[src/rtl/ctrl_pkg.sv]
package ctrl_pkg;

    // active microsteps per instruction, st_load up to st_show
    localparam int num_steps = 3;

    // microstep encoding, st_show carries the value num_steps
    typedef enum logic [1:0] {
        st_idle = 2'd0,
        st_load = 2'd1,
        st_exec = 2'd2,
        st_show = 2'd3
    } step_t;

    // source driving the internal bus
    typedef enum logic [1:0] {
        src_operand = 2'd0,
        src_alu     = 2'd1,
        src_acc     = 2'd2,
        src_flags   = 2'd3
    } bus_src_t;

endpackage

[src/rtl/cpu_pkg.sv]
package cpu_pkg;

    // bus and register width
    localparam int data_width = 8;

    // flags word layout, N in bit 0 up to V in bit 3
    localparam int flags_width = 4;
    localparam int flag_n = 0;
    localparam int flag_z = 1;
    localparam int flag_c = 2;
    localparam int flag_v = 3;

    // instruction set of the execution slice
    typedef enum logic [2:0] {
        // acc <= operand
        op_lda = 3'd0,
        // acc <= acc + operand
        op_add = 3'd1,
        // acc <= acc - operand
        op_sub = 3'd2,
        // acc <= acc & operand
        op_and = 3'd3,
        // flags <= operand[3:0]
        op_ldf = 3'd4,
        // data_out <= {4'h0, flags}
        op_stf = 3'd5
    } opcode_t;

endpackage
[src/rtl/alu_slice_top.sv]
`timescale 1ns/100ps

module alu_slice_top import cpu_pkg::*, ctrl_pkg::*; (
    input  logic                   clk,
    input  logic                   rst,
    input  logic                   instr_valid,
    input  opcode_t                opcode,
    input  logic [data_width-1:0]  operand,
    output logic [data_width-1:0]  acc,
    output logic [flags_width-1:0] flags,
    output logic [data_width-1:0]  data_out,
    output logic                   busy,
    output logic                   done
);

    step_t                  step;
    logic                   last;
    logic                   run;
    bus_src_t               bus_src;
    logic                   load_operand;
    logic                   load_acc;
    logic                   flag_calc;
    logic                   flag_load;
    logic                   flag_show;
    logic                   store_out;
    logic                   alu_sub;
    logic                   alu_and;
    logic [data_width-1:0]  bus;
    logic [data_width-1:0]  operand_reg;
    logic [data_width-1:0]  alu_result;
    logic                   alu_carry;
    logic                   alu_overflow;
    logic                   cv_valid;
    logic [flags_width-1:0] flags_stage;

    micro_sequencer u_seq (
        .clk          (clk),
        .rst          (rst),
        .instr_valid  (instr_valid),
        .opcode       (opcode),
        .step         (step),
        .last         (last),
        .run          (run),
        .busy         (busy),
        .done         (done),
        .bus_src      (bus_src),
        .load_operand (load_operand),
        .load_acc     (load_acc),
        .flag_calc    (flag_calc),
        .flag_load    (flag_load),
        .flag_show    (flag_show),
        .store_out    (store_out),
        .alu_sub      (alu_sub),
        .alu_and      (alu_and)
    );

    step_counter u_steps (
        .clk  (clk),
        .rst  (rst),
        .run  (run),
        .step (step),
        .last (last)
    );

    bus_datapath u_dp (
        .clk          (clk),
        .rst          (rst),
        .bus_src      (bus_src),
        .operand_in   (operand),
        .alu_result   (alu_result),
        .flags_stage  (flags_stage),
        .load_operand (load_operand),
        .load_acc     (load_acc),
        .store_out    (store_out),
        .bus          (bus),
        .operand_reg  (operand_reg),
        .acc          (acc),
        .data_out     (data_out)
    );

    alu u_alu (
        .a        (acc),
        .b        (operand_reg),
        .sub      (alu_sub),
        .band     (alu_and),
        .result   (alu_result),
        .carry    (alu_carry),
        .overflow (alu_overflow),
        .cv_valid (cv_valid)
    );

    flags_reg u_flags (
        .clk         (clk),
        .rst         (rst),
        .bus         (bus),
        .carry       (alu_carry),
        .overflow    (alu_overflow),
        .cv_valid    (cv_valid),
        .flag_calc   (flag_calc),
        .flag_load   (flag_load),
        .flag_show   (flag_show),
        .flags_stage (flags_stage),
        .flags       (flags)
    );

endmodule

[src/rtl/flags_reg.sv]
`timescale 1ns/100ps

module flags_reg import cpu_pkg::*; (
    input  logic                   clk,
    input  logic                   rst,
    input  logic [data_width-1:0]  bus,
    input  logic                   carry,
    input  logic                   overflow,
    input  logic                   cv_valid,
    input  logic                   flag_calc,
    input  logic                   flag_load,
    input  logic                   flag_show,
    output logic [flags_width-1:0] flags_stage,
    output logic [flags_width-1:0] flags
);

    // staging flags that stf puts on the bus
    always_ff @(posedge clk) begin
        if (rst) begin
            flags_stage <= '0;
        end else if (flag_load) begin
            flags_stage <= bus[flags_width-1:0];
        end else if (flag_calc) begin
            flags_stage[flag_n] <= bus[data_width-1];
            flags_stage[flag_z] <= (bus == '0);
            // C and V keep their old value when the ALU did not produce them
            if (cv_valid) begin
                flags_stage[flag_c] <= carry;
                flags_stage[flag_v] <= overflow;
            end
        end
    end

    // visible flags trail the staging register by one microstep
    always_ff @(posedge clk) begin
        if (rst) begin
            flags <= '0;
        end else if (flag_show) begin
            flags <= flags_stage;
        end
    end

endmodule

[src/rtl/bus_datapath.sv]
`timescale 1ns/100ps

module bus_datapath import cpu_pkg::*, ctrl_pkg::*; (
    input  logic                   clk,
    input  logic                   rst,
    input  bus_src_t               bus_src,
    input  logic [data_width-1:0]  operand_in,
    input  logic [data_width-1:0]  alu_result,
    input  logic [flags_width-1:0] flags_stage,
    input  logic                   load_operand,
    input  logic                   load_acc,
    input  logic                   store_out,
    output logic [data_width-1:0]  bus,
    output logic [data_width-1:0]  operand_reg,
    output logic [data_width-1:0]  acc,
    output logic [data_width-1:0]  data_out
);

    // internal bus, stands in for the shared tristate bus
    always_comb begin
        case (bus_src)
            src_operand: begin
                // operand port while it is being captured, register afterwards
                bus = load_operand ? operand_in : operand_reg;
            end
            src_alu: begin
                bus = alu_result;
            end
            src_flags: begin
                bus = {{(data_width - flags_width){1'b0}}, flags_stage};
            end
            default: begin
                bus = acc;
            end
        endcase
    end

    always_ff @(posedge clk) begin
        if (load_operand) begin
            operand_reg <= bus;
        end
    end

    always_ff @(posedge clk) begin
        if (rst) begin
            acc <= '0;
        end else if (load_acc) begin
            acc <= bus;
        end
    end

    // store register, only stf writes it
    always_ff @(posedge clk) begin
        if (rst) begin
            data_out <= '0;
        end else if (store_out) begin
            data_out <= bus;
        end
    end

endmodule

[src/rtl/alu.sv]
`timescale 1ns/100ps

module alu import cpu_pkg::*; (
    input  logic [data_width-1:0] a,
    input  logic [data_width-1:0] b,
    input  logic                  sub,
    input  logic                  band,
    output logic [data_width-1:0] result,
    output logic                  carry,
    output logic                  overflow,
    output logic                  cv_valid
);

    logic [data_width-1:0] b_eff;
    logic [data_width:0]   sum;

    // subtract as a + ~b + 1, carry out high means no borrow
    assign b_eff = sub ? ~b : b;
    assign sum   = {1'b0, a} + {1'b0, b_eff} + {{data_width{1'b0}}, sub};

    assign carry = sum[data_width];

    // signed overflow when both inputs agree in sign and the result does not
    assign overflow = (a[data_width-1] == b_eff[data_width-1]) &&
                      (sum[data_width-1] != a[data_width-1]);

    always_comb begin
        case ({sub, band})
            2'b00, 2'b10: begin
                result   = sum[data_width-1:0];
                cv_valid = 1'b1;
            end
            2'b01: begin
                result   = a & b;
                cv_valid = 1'b0;
            end
            default: begin
                // pass-through of the operand
                result   = b;
                cv_valid = 1'b0;
            end
        endcase
    end

endmodule

[src/rtl/micro_sequencer.sv]
`timescale 1ns/100ps

module micro_sequencer import cpu_pkg::*, ctrl_pkg::*; (
    input  logic     clk,
    input  logic     rst,
    input  logic     instr_valid,
    input  opcode_t  opcode,
    input  step_t    step,
    input  logic     last,
    output logic     run,
    output logic     busy,
    output logic     done,
    output bus_src_t bus_src,
    output logic     load_operand,
    output logic     load_acc,
    output logic     flag_calc,
    output logic     flag_load,
    output logic     flag_show,
    output logic     store_out,
    output logic     alu_sub,
    output logic     alu_and
);

    logic    executing;
    logic    accept;
    opcode_t op_q;

    assign accept = instr_valid && !executing;
    // run goes high in the accepting cycle so the counter leaves idle at E0
    assign run    = executing || accept;
    assign busy   = executing;

    always_ff @(posedge clk) begin
        if (rst) begin
            executing <= 1'b0;
            done      <= 1'b0;
            op_q      <= op_lda;
        end else begin
            done <= last;
            if (accept) begin
                executing <= 1'b1;
                op_q      <= opcode;
            end else if (last) begin
                executing <= 1'b0;
            end
        end
    end

    // ALU select: 00 add, 10 sub, 01 and, 11 pass operand
    always_comb begin
        case (op_q)
            op_add: {alu_sub, alu_and} = 2'b00;
            op_sub: {alu_sub, alu_and} = 2'b10;
            op_and: {alu_sub, alu_and} = 2'b01;
            default: {alu_sub, alu_and} = 2'b11;
        endcase
    end

    // step decode into one-cycle strobes
    always_comb begin
        bus_src      = src_acc;
        load_operand = 1'b0;
        load_acc     = 1'b0;
        flag_calc    = 1'b0;
        flag_load    = 1'b0;
        flag_show    = 1'b0;
        store_out    = 1'b0;
        case (step)
            st_load: begin
                bus_src      = src_operand;
                load_operand = 1'b1;
            end
            st_exec: begin
                case (op_q)
                    op_lda: begin
                        bus_src   = src_operand;
                        load_acc  = 1'b1;
                        flag_calc = 1'b1;
                    end
                    op_add, op_sub, op_and: begin
                        bus_src   = src_alu;
                        load_acc  = 1'b1;
                        flag_calc = 1'b1;
                    end
                    op_ldf: begin
                        bus_src   = src_operand;
                        flag_load = 1'b1;
                    end
                    op_stf: begin
                        bus_src   = src_flags;
                        store_out = 1'b1;
                    end
                    default: begin
                        bus_src = src_acc;
                    end
                endcase
            end
            st_show: begin
                flag_show = 1'b1;
            end
            default: begin
                bus_src = src_acc;
            end
        endcase
    end

    // strobe is only legal while idle or in the done cycle
    a_no_strobe_while_busy: assert property (
        @(posedge clk) disable iff (rst)
        instr_valid |-> !busy
    );

    a_calc_load_exclusive: assert property (
        @(posedge clk) disable iff (rst)
        !(flag_calc && flag_load)
    );

    // fixed latency, done exactly four edges after acceptance
    a_done_latency: assert property (
        @(posedge clk) disable iff (rst)
        accept |-> ##4 done
    );

endmodule

[src/rtl/step_counter.sv]
`timescale 1ns/100ps

module step_counter import ctrl_pkg::*; (
    input  logic  clk,
    input  logic  rst,
    input  logic  run,
    output step_t step,
    output logic  last
);

    step_t step_next;

    // last active step wraps back to idle
    assign last = (step == step_t'(num_steps));

    always_comb begin
        step_next = step;
        if (last) begin
            step_next = st_idle;
        end else if (run) begin
            step_next = step_t'(step + 2'd1);
        end
    end

    always_ff @(posedge clk) begin
        if (rst) begin
            step <= st_idle;
        end else begin
            step <= step_next;
        end
    end

    // counter must stay parked until the sequencer asks it to run
    a_idle_without_run: assert property (
        @(posedge clk) disable iff (rst)
        (step == st_idle && !run) |=> (step == st_idle)
    );

    // once started, a full pass through the steps follows
    a_steps_in_order: assert property (
        @(posedge clk) disable iff (rst)
        (step == st_load) |=> (step == st_exec) ##1 (step == st_show) ##1 (step == st_idle)
    );

endmodule

[config.mk]
export PLATFORM = sky130hd
export DESIGN_NAME = alu_slice_top
export DESIGN_NICKNAME = d
export VERILOG_FILES = /design/src/rtl/ctrl_pkg.sv /design/src/rtl/cpu_pkg.sv /design/src/rtl/alu_slice_top.sv /design/src/rtl/flags_reg.sv /design/src/rtl/bus_datapath.sv /design/src/rtl/alu.sv /design/src/rtl/micro_sequencer.sv /design/src/rtl/step_counter.sv
export SDC_FILE = /design/constraint.sdc
export NUM_CORES = 1
export LEC_CHECK = 0
export ABC_AREA = 1
export BUFFER_PORTS_ARGS = -buffer_cell sky130_fd_sc_hd__buf_4
export CELL_PAD_IN_SITES_DETAIL_PLACEMENT = 1
export CELL_PAD_IN_SITES_GLOBAL_PLACEMENT = 1
export CORE_MARGIN = 2
export CORE_UTILIZATION = 44
export CTS_CLUSTER_DIAMETER = 150
export DETAILED_ROUTE_END_ITERATION = 16
export GPL_ROUTABILITY_DRIVEN = 0
export GPL_TIMING_DRIVEN = 0
export PLACE_DENSITY = 0.88
export RECOVER_POWER = 50
export SYNTH_ARGS = -nofsm -noshare
export SYNTH_HDL_FRONTEND = slang
export SYNTH_SLANG_ARGS = --single-unit
[constraint.sdc]
create_clock -name clk -period 4.35 [get_ports clk]
set_input_delay 0.2175 -clock clk [delete_from_list [all_inputs] [get_ports clk]]
set_output_delay 0.2175 -clock clk [all_outputs]
set_load 0.005 [all_outputs]
* Word-level counts from Yosys, hierarchy flattened
Cells that the tools add are included.
** Cells by class
- Add/sub/neg operators :: 3
- Multiply operators :: 0
- Div/mod/pow operators :: 0
- Magnitude comparators :: 0
- Equality and inequality tests :: 14
- Shift operators :: 0
- Muxes and demuxes :: 22
- Bitwise logic cells :: 2
- Reduce and logical (&&, ||, !) cells :: 19
** Operators by type and width (count)
- $pmux 8 s3 :: 1
- $mux 8 :: 2
- $pmux 8 s2 :: 1
- $mux 1 :: 13
- $reduce_or 2->1 :: 5
- $add 8x8->9 :: 1
- $add 9x1->9 :: 1
- $and 8x8->8 :: 1
- $eq 2x2->1 const B :: 4
- $logic_not 8->1 :: 1
- $mux 4 :: 2
- $not 8->8 :: 1
- $eq 2x1->1 const B :: 3
- $eq 3x2->1 const B :: 2
- $eq 3x3->1 const B :: 2
- $pmux 2 s3 :: 1
- $reduce_bool 2->1 :: 3
- $logic_not 2->1 :: 2
- $pmux 2 s2 :: 1
- $reduce_or 4->1 :: 1
- $eq 3x1->1 const B :: 1
- $logic_not 3->1 :: 1
- $reduce_or 3->1 :: 1
- $add 2x1->2 const B :: 1
- 7 further kinds :: 8
** Storage, ports and cells
- Register bits after elaboration :: 39
- Bits in latches :: 0
- Memory bits (writable) :: 0
- ROM bits :: 0
- Output and inout bits :: 22
- Memories kept :: 0

* Depth between registers and ports, before layout
- Word-level depth :: 10
- Mapped depth :: 20

* Modules after synthesis
From an unflattened synthesis, not the netlist that was laid out.
** Second synthesis, totals
- Cell total of the unflattened synthesis :: 414
- Area total of the unflattened synthesis :: 2695.1 sq um
** Modules (own cells, without submodules)
- bus_datapath :: instances 1, cells an instance 194, area an instance 1283.7 sq um, seq. area each 560.5 sq um
- alu :: instances 1, cells an instance 96, area an instance 630.6 sq um, seq. area each 0.0 sq um
- flags_reg :: instances 1, cells an instance 56, area an instance 372.9 sq um, seq. area each 160.2 sq um
- micro_sequencer :: instances 1, cells an instance 55, area an instance 312.8 sq um, seq. area each 100.1 sq um
- step_counter :: instances 1, cells an instance 13, area an instance 95.1 sq um, seq. area each 40.0 sq um

* Worst setup path before layout
Ideal clock, no wire load.
- Path type :: reg2reg
- Start :: register u_seq.op_q[1]
- End :: register u_flags.flags_stage[1]
- Arrival :: 2.501 ns
- Required time :: 4.284 ns
- Slack :: 1.783 ns
- Cell stages (with the launch flop) :: 18
- Buffers on the path :: 0
- Clock period less this slack :: 2.567 ns
- Cell sequence :: dfxtp_1 inv_1 nand3_1 nand2_1 xor2_1 fa_1 or2_2 nand3_1 nand2_1 nand2_1 nand3_1 nand2_2 nand3_2 nor2_2 nand2_1 nor2_2 nand3_2 a21oi_2
** Between the ends
- Cells in the longest elaborated chain, start to end :: 10
** RTL lines
- start, declared :: line micro_sequencer.sv:26 : opcode_t op_q;
- start signal, assigned :: line micro_sequencer.sv:37 : op_q <= op_lda;
- start signal, assigned :: line micro_sequencer.sv:42 : op_q <= opcode;
- $eq 3x1->1 or $eq 3x2->1 (tied branches) :: line micro_sequencer.sv:51, micro_sequencer.sv:74
- $reduce_or 2->1 (no source line)
- $mux 8 or $mux 1 (tied branches) :: line alu.sv:18, micro_sequencer.sv:51
- $add 8x8->9 (tied with other cells) :: line alu.sv:19 : assign sum = {1'b0, a} + {1'b0, b_eff} + {{data_width{1'b0}}, sub};
- $add 9x1->9 or $reduce_or 2->1 (tied branches) :: line alu.sv:19, alu.sv:28
- $pmux 8 s2 :: line alu.sv:28 : case ({sub, band})
- $pmux 8 s3 :: line bus_datapath.sv:21 : case (bus_src)
- $logic_not 8->1 :: line flags_reg.sv:25 : flags_stage[flag_z] <= (bus == '0);
- $mux 4 :: line flags_reg.sv:23 : end else if (flag_calc) begin
- $mux 4 :: line flags_reg.sv:21 : end else if (flag_load) begin
- end signal, assigned :: line flags_reg.sv:22 : flags_stage <= bus[flags_width-1:0];
- end signal, assigned by index :: line flags_reg.sv:24 : flags_stage[flag_n] <= bus[data_width-1];
- end signal, assigned by index :: line flags_reg.sv:25
- end, declared :: line flags_reg.sv:13 : output logic [flags_width-1:0] flags_stage,
Several ways; a longest one is shown, not always the timed one. The select of a mux whose other input is x is not followed.
A chain may end at the register's enable or synchronous reset.

* Worst setup path in the final report
- Start :: register u_seq.op_q[0]
- End :: register u_flags.flags_stage[1]
Same word-level chain as after synthesis.

==> impl_metrics.json <==
{
  "crit_start": "u_seq.op_q[0]",
  "synth_ff_type": "dfxtp_1",
  "setup_violations": 0,
  "syn_nets": 375,
  "drc_errors": 0,
  "timing.rr.start": "u_seq.op_q[0]",
  "antenna_left": 0,
  "synth_top_area_share_pct": 25.4,
  "finalClockSkew_ns": 0.00785,
  "first_pass_iters": 5,
  "routed-via-count": 2403,
  "slowest_delay_ns": 0.48,
  "ff_latch_area_um2": 861,
  "wl_um": 7170,
  "nets": 417,
  "rows": 27,
  "numCtsBuffers": 5,
  "yosysTopAreaCell": "dfxtp_1",
  "clock_path_buffers": 2,
  "vias_per_cell": 5.18,
  "fmax_mhz": 317,
  "ir_worst_vdd_mv": 0.272,
  "yosysWarnings": 0,
  "crit_chain": "nand3_2 -> nand2_1 -> xor2_1 -> fa_1 -> or2_2 -> nand3_1 -> nand2_1 -> nand2_1 -> nand3_1 -> nand2_2 -> nand3_2 -> nor2_2 -> nand2_1 -> nor2_2 -> nand3_2 -> a21oi_2",
  "area_growth_pct": 18.8,
  "end_kind": "register",
  "max_slew_margin_pct": 61.8,
  "crit_type": "reg -> reg",
  "power_density_nw_per_um2": 395,
  "synth_edf_count": 8,
  "clock_sinks": 39,
  "synth_common_cells": "87 x nand2_1, 51 x inv_1, 34 x o21ai_0",
  "hold_ws_ns": 0.146,
  "post_cts_buffers": 0,
  "start_kind": "register",
  "cp_common_cell": "nand2_1",
  "syn_inst": 349,
  "grt_pass1_vias": 2549,
  "drt_iter0_drc": 112,
  "wl_per_cell_um": 15.5,
  "tightest_slew_ns": 0.570,
  "grt_overflow": 0,
  "synth.most_common_cell": "nand2_1",
  "core_um2": 5440,
  "cts_resized": 0,
  "tns_ns": 0,
  "cp_max_fo": 7,
  "synth_area_per_cell_um2": 6.99,
  "grt_max_degree": 13,
  "p_leak_nw": 1.42,
  "r2r_end": "u_flags.flags_stage[1]",
  "maxCapViolations": 0,
  "insertion_delay_ns": 0.30,
  "cts_tree": "done",
  "multiInputGateArea_um2": 1350,
  "holdBufCountCts": 0,
  "hold_viol_final": 0,
  "grt_pass1_wl_um": 12400,
  "maxSlewViolCount": 0,
  "fillers": 727,
  "finalCritPeriodShare_pct": 72.6,
  "ys_seq_area_share_pct": 35.3,
  "pre_cts_slack_ns": 1.29,
  "synth-seq-cells": 39,
  "syn-cell-area_um2": 2440,
  "yosys-top-cells-area": "dfxtp_1 25%, nand2_1 13%, edfxtp_1 9.8%, inv_1 7.8%, o21ai_0 7.0%",
  "n_antenna_cell": 0,
  "cp.arrival_ns": 3.39,
  "grtUsageTotal_pct": 25.6,
  "synth.distinct_cells": 31,
  "io_pins": 36,
  "status": "complete, no violations",
  "initial_utilization_pct": 44.9,
  "async_flop_share_pct": 0,
  "critPathSlowestCell": "fa_1",
  "min_path_type": "in -> reg",
  "cts.clk_slew.worst_paths_ns": 0.08,
  "worst_slack_ns": 1.19,
  "fp.dieArea_um2": 6160,
  "hpwl_um": 5550,
  "crit_required_ns": 4.58,
  "endpoint": "u_flags.flags_stage[1]",
  "rsz0062_at_grt": "false",
  "htree_levels": 2,
  "r2r_setup_slack_ns": 1.19,
  "antenna_found_initial": 0,
  "drive_gt1_share_pct": 18.6,
  "fin_crit_ns": 3.16,
  "cts-root-buf": "clkbuf_8",
  "die_x_um": 78.5,
  "reg2reg_depth": 16,
  "die_y_um": 78.5,
  "portBuffers": 35
}
[per-layer routing]
layer / vias up / track usage (%) / part of all wire [%]
li1: 1206 / - / -
met1: 1146 / 32.8 / 46
met2: 41 / 44.1 / 49
met3: 10 / 3.33 / 2.6
met4: 0 / 9.47 / 1.8
met5: - / 0 / 0
[logic make-up (layout without fill, tap and decap cells)]
group	Yosys count	after routing	synth area share, %
xor+xnor	8	8	2.87
simple gates	157	157	29.5
compound gates	72	72	16.4
fa+ha+maj	12	12	6.46
buf+inv	61	104	9.44
flops	39	39	35.3
[where the power goes]
group | internal (mW) | switching (mW) | leakage [nW]
combinational | 0.141 | 0.274 | 1.03
sequential | 0.405 | 0.0289 | 0.329
clock | 0.163 | 0.135 | 0.0594
total | 0.709 | 0.437 | 1.42
[metrics by stage]
stage          instances  power [mW]  utilization (%)  area (um2)
2_1_floorplan        349       0.727                -        2440
3_3_place_gp         456       0.831             51.3        2790
3_5_place_dp         456       0.849             51.3        2790
4_1_cts              464        1.15             53.4        2910
5_1_grt              464        1.22             53.3        2900
6_report             464        1.15             53.3        2900
[worst min-delay path by stage]
stage	startpoint	to	slack [ns]	depth (start not counted)
after CTS	opcode[0]	u_seq.op_q[0]	0.14	3
after detailed placement	u_dp.data_out[6]	u_dp.data_out[6]	0.44	2
after global routing	opcode[0]	u_seq.op_q[0]	0.15	3
after floorplan	rst	u_seq.done	0.32	1
after global placement	u_dp.data_out[4]	u_dp.data_out[4]	0.43	2
final	opcode[0]	u_seq.op_q[0]	0.15	3
[cells in the final DEF, fill, tap and decap left out, drive strengths merged, types with 11 or more instances in the layout]
cell / netlist / layout
a21oi: 25 / 25
buf: 1 / 13
clkbuf: 4 / 34
dfxtp: 31 / 31
ha: 11 / 11
inv: 55 / 55
nand2: 97 / 97
nand3: 27 / 27
nor2: 29 / 29
o21ai: 38 / 38
[final cells by class]
type,instances,area share [%]
plain buffers,5,0.691
clock buffers,7,3.71
clock inverters,1,0.173
inverters,56,7.25
multi-input cells,249,46.5
flip-flops and latches,39,29.7
well taps,72,3.11
repair buffers,35,8.81
[worst max-delay path, delay by kind of cell (launching register included)]
family	cells	cell delay, ns
and+or+nand+nor	13	1.82
xor gates and xnor gates	1	0.19
DFF	1	0.47
adders and majority gates	1	0.48
AOI/OAI and AO/OA	1	0.13
Note: power is estimated with default switching activity, not from simulation.
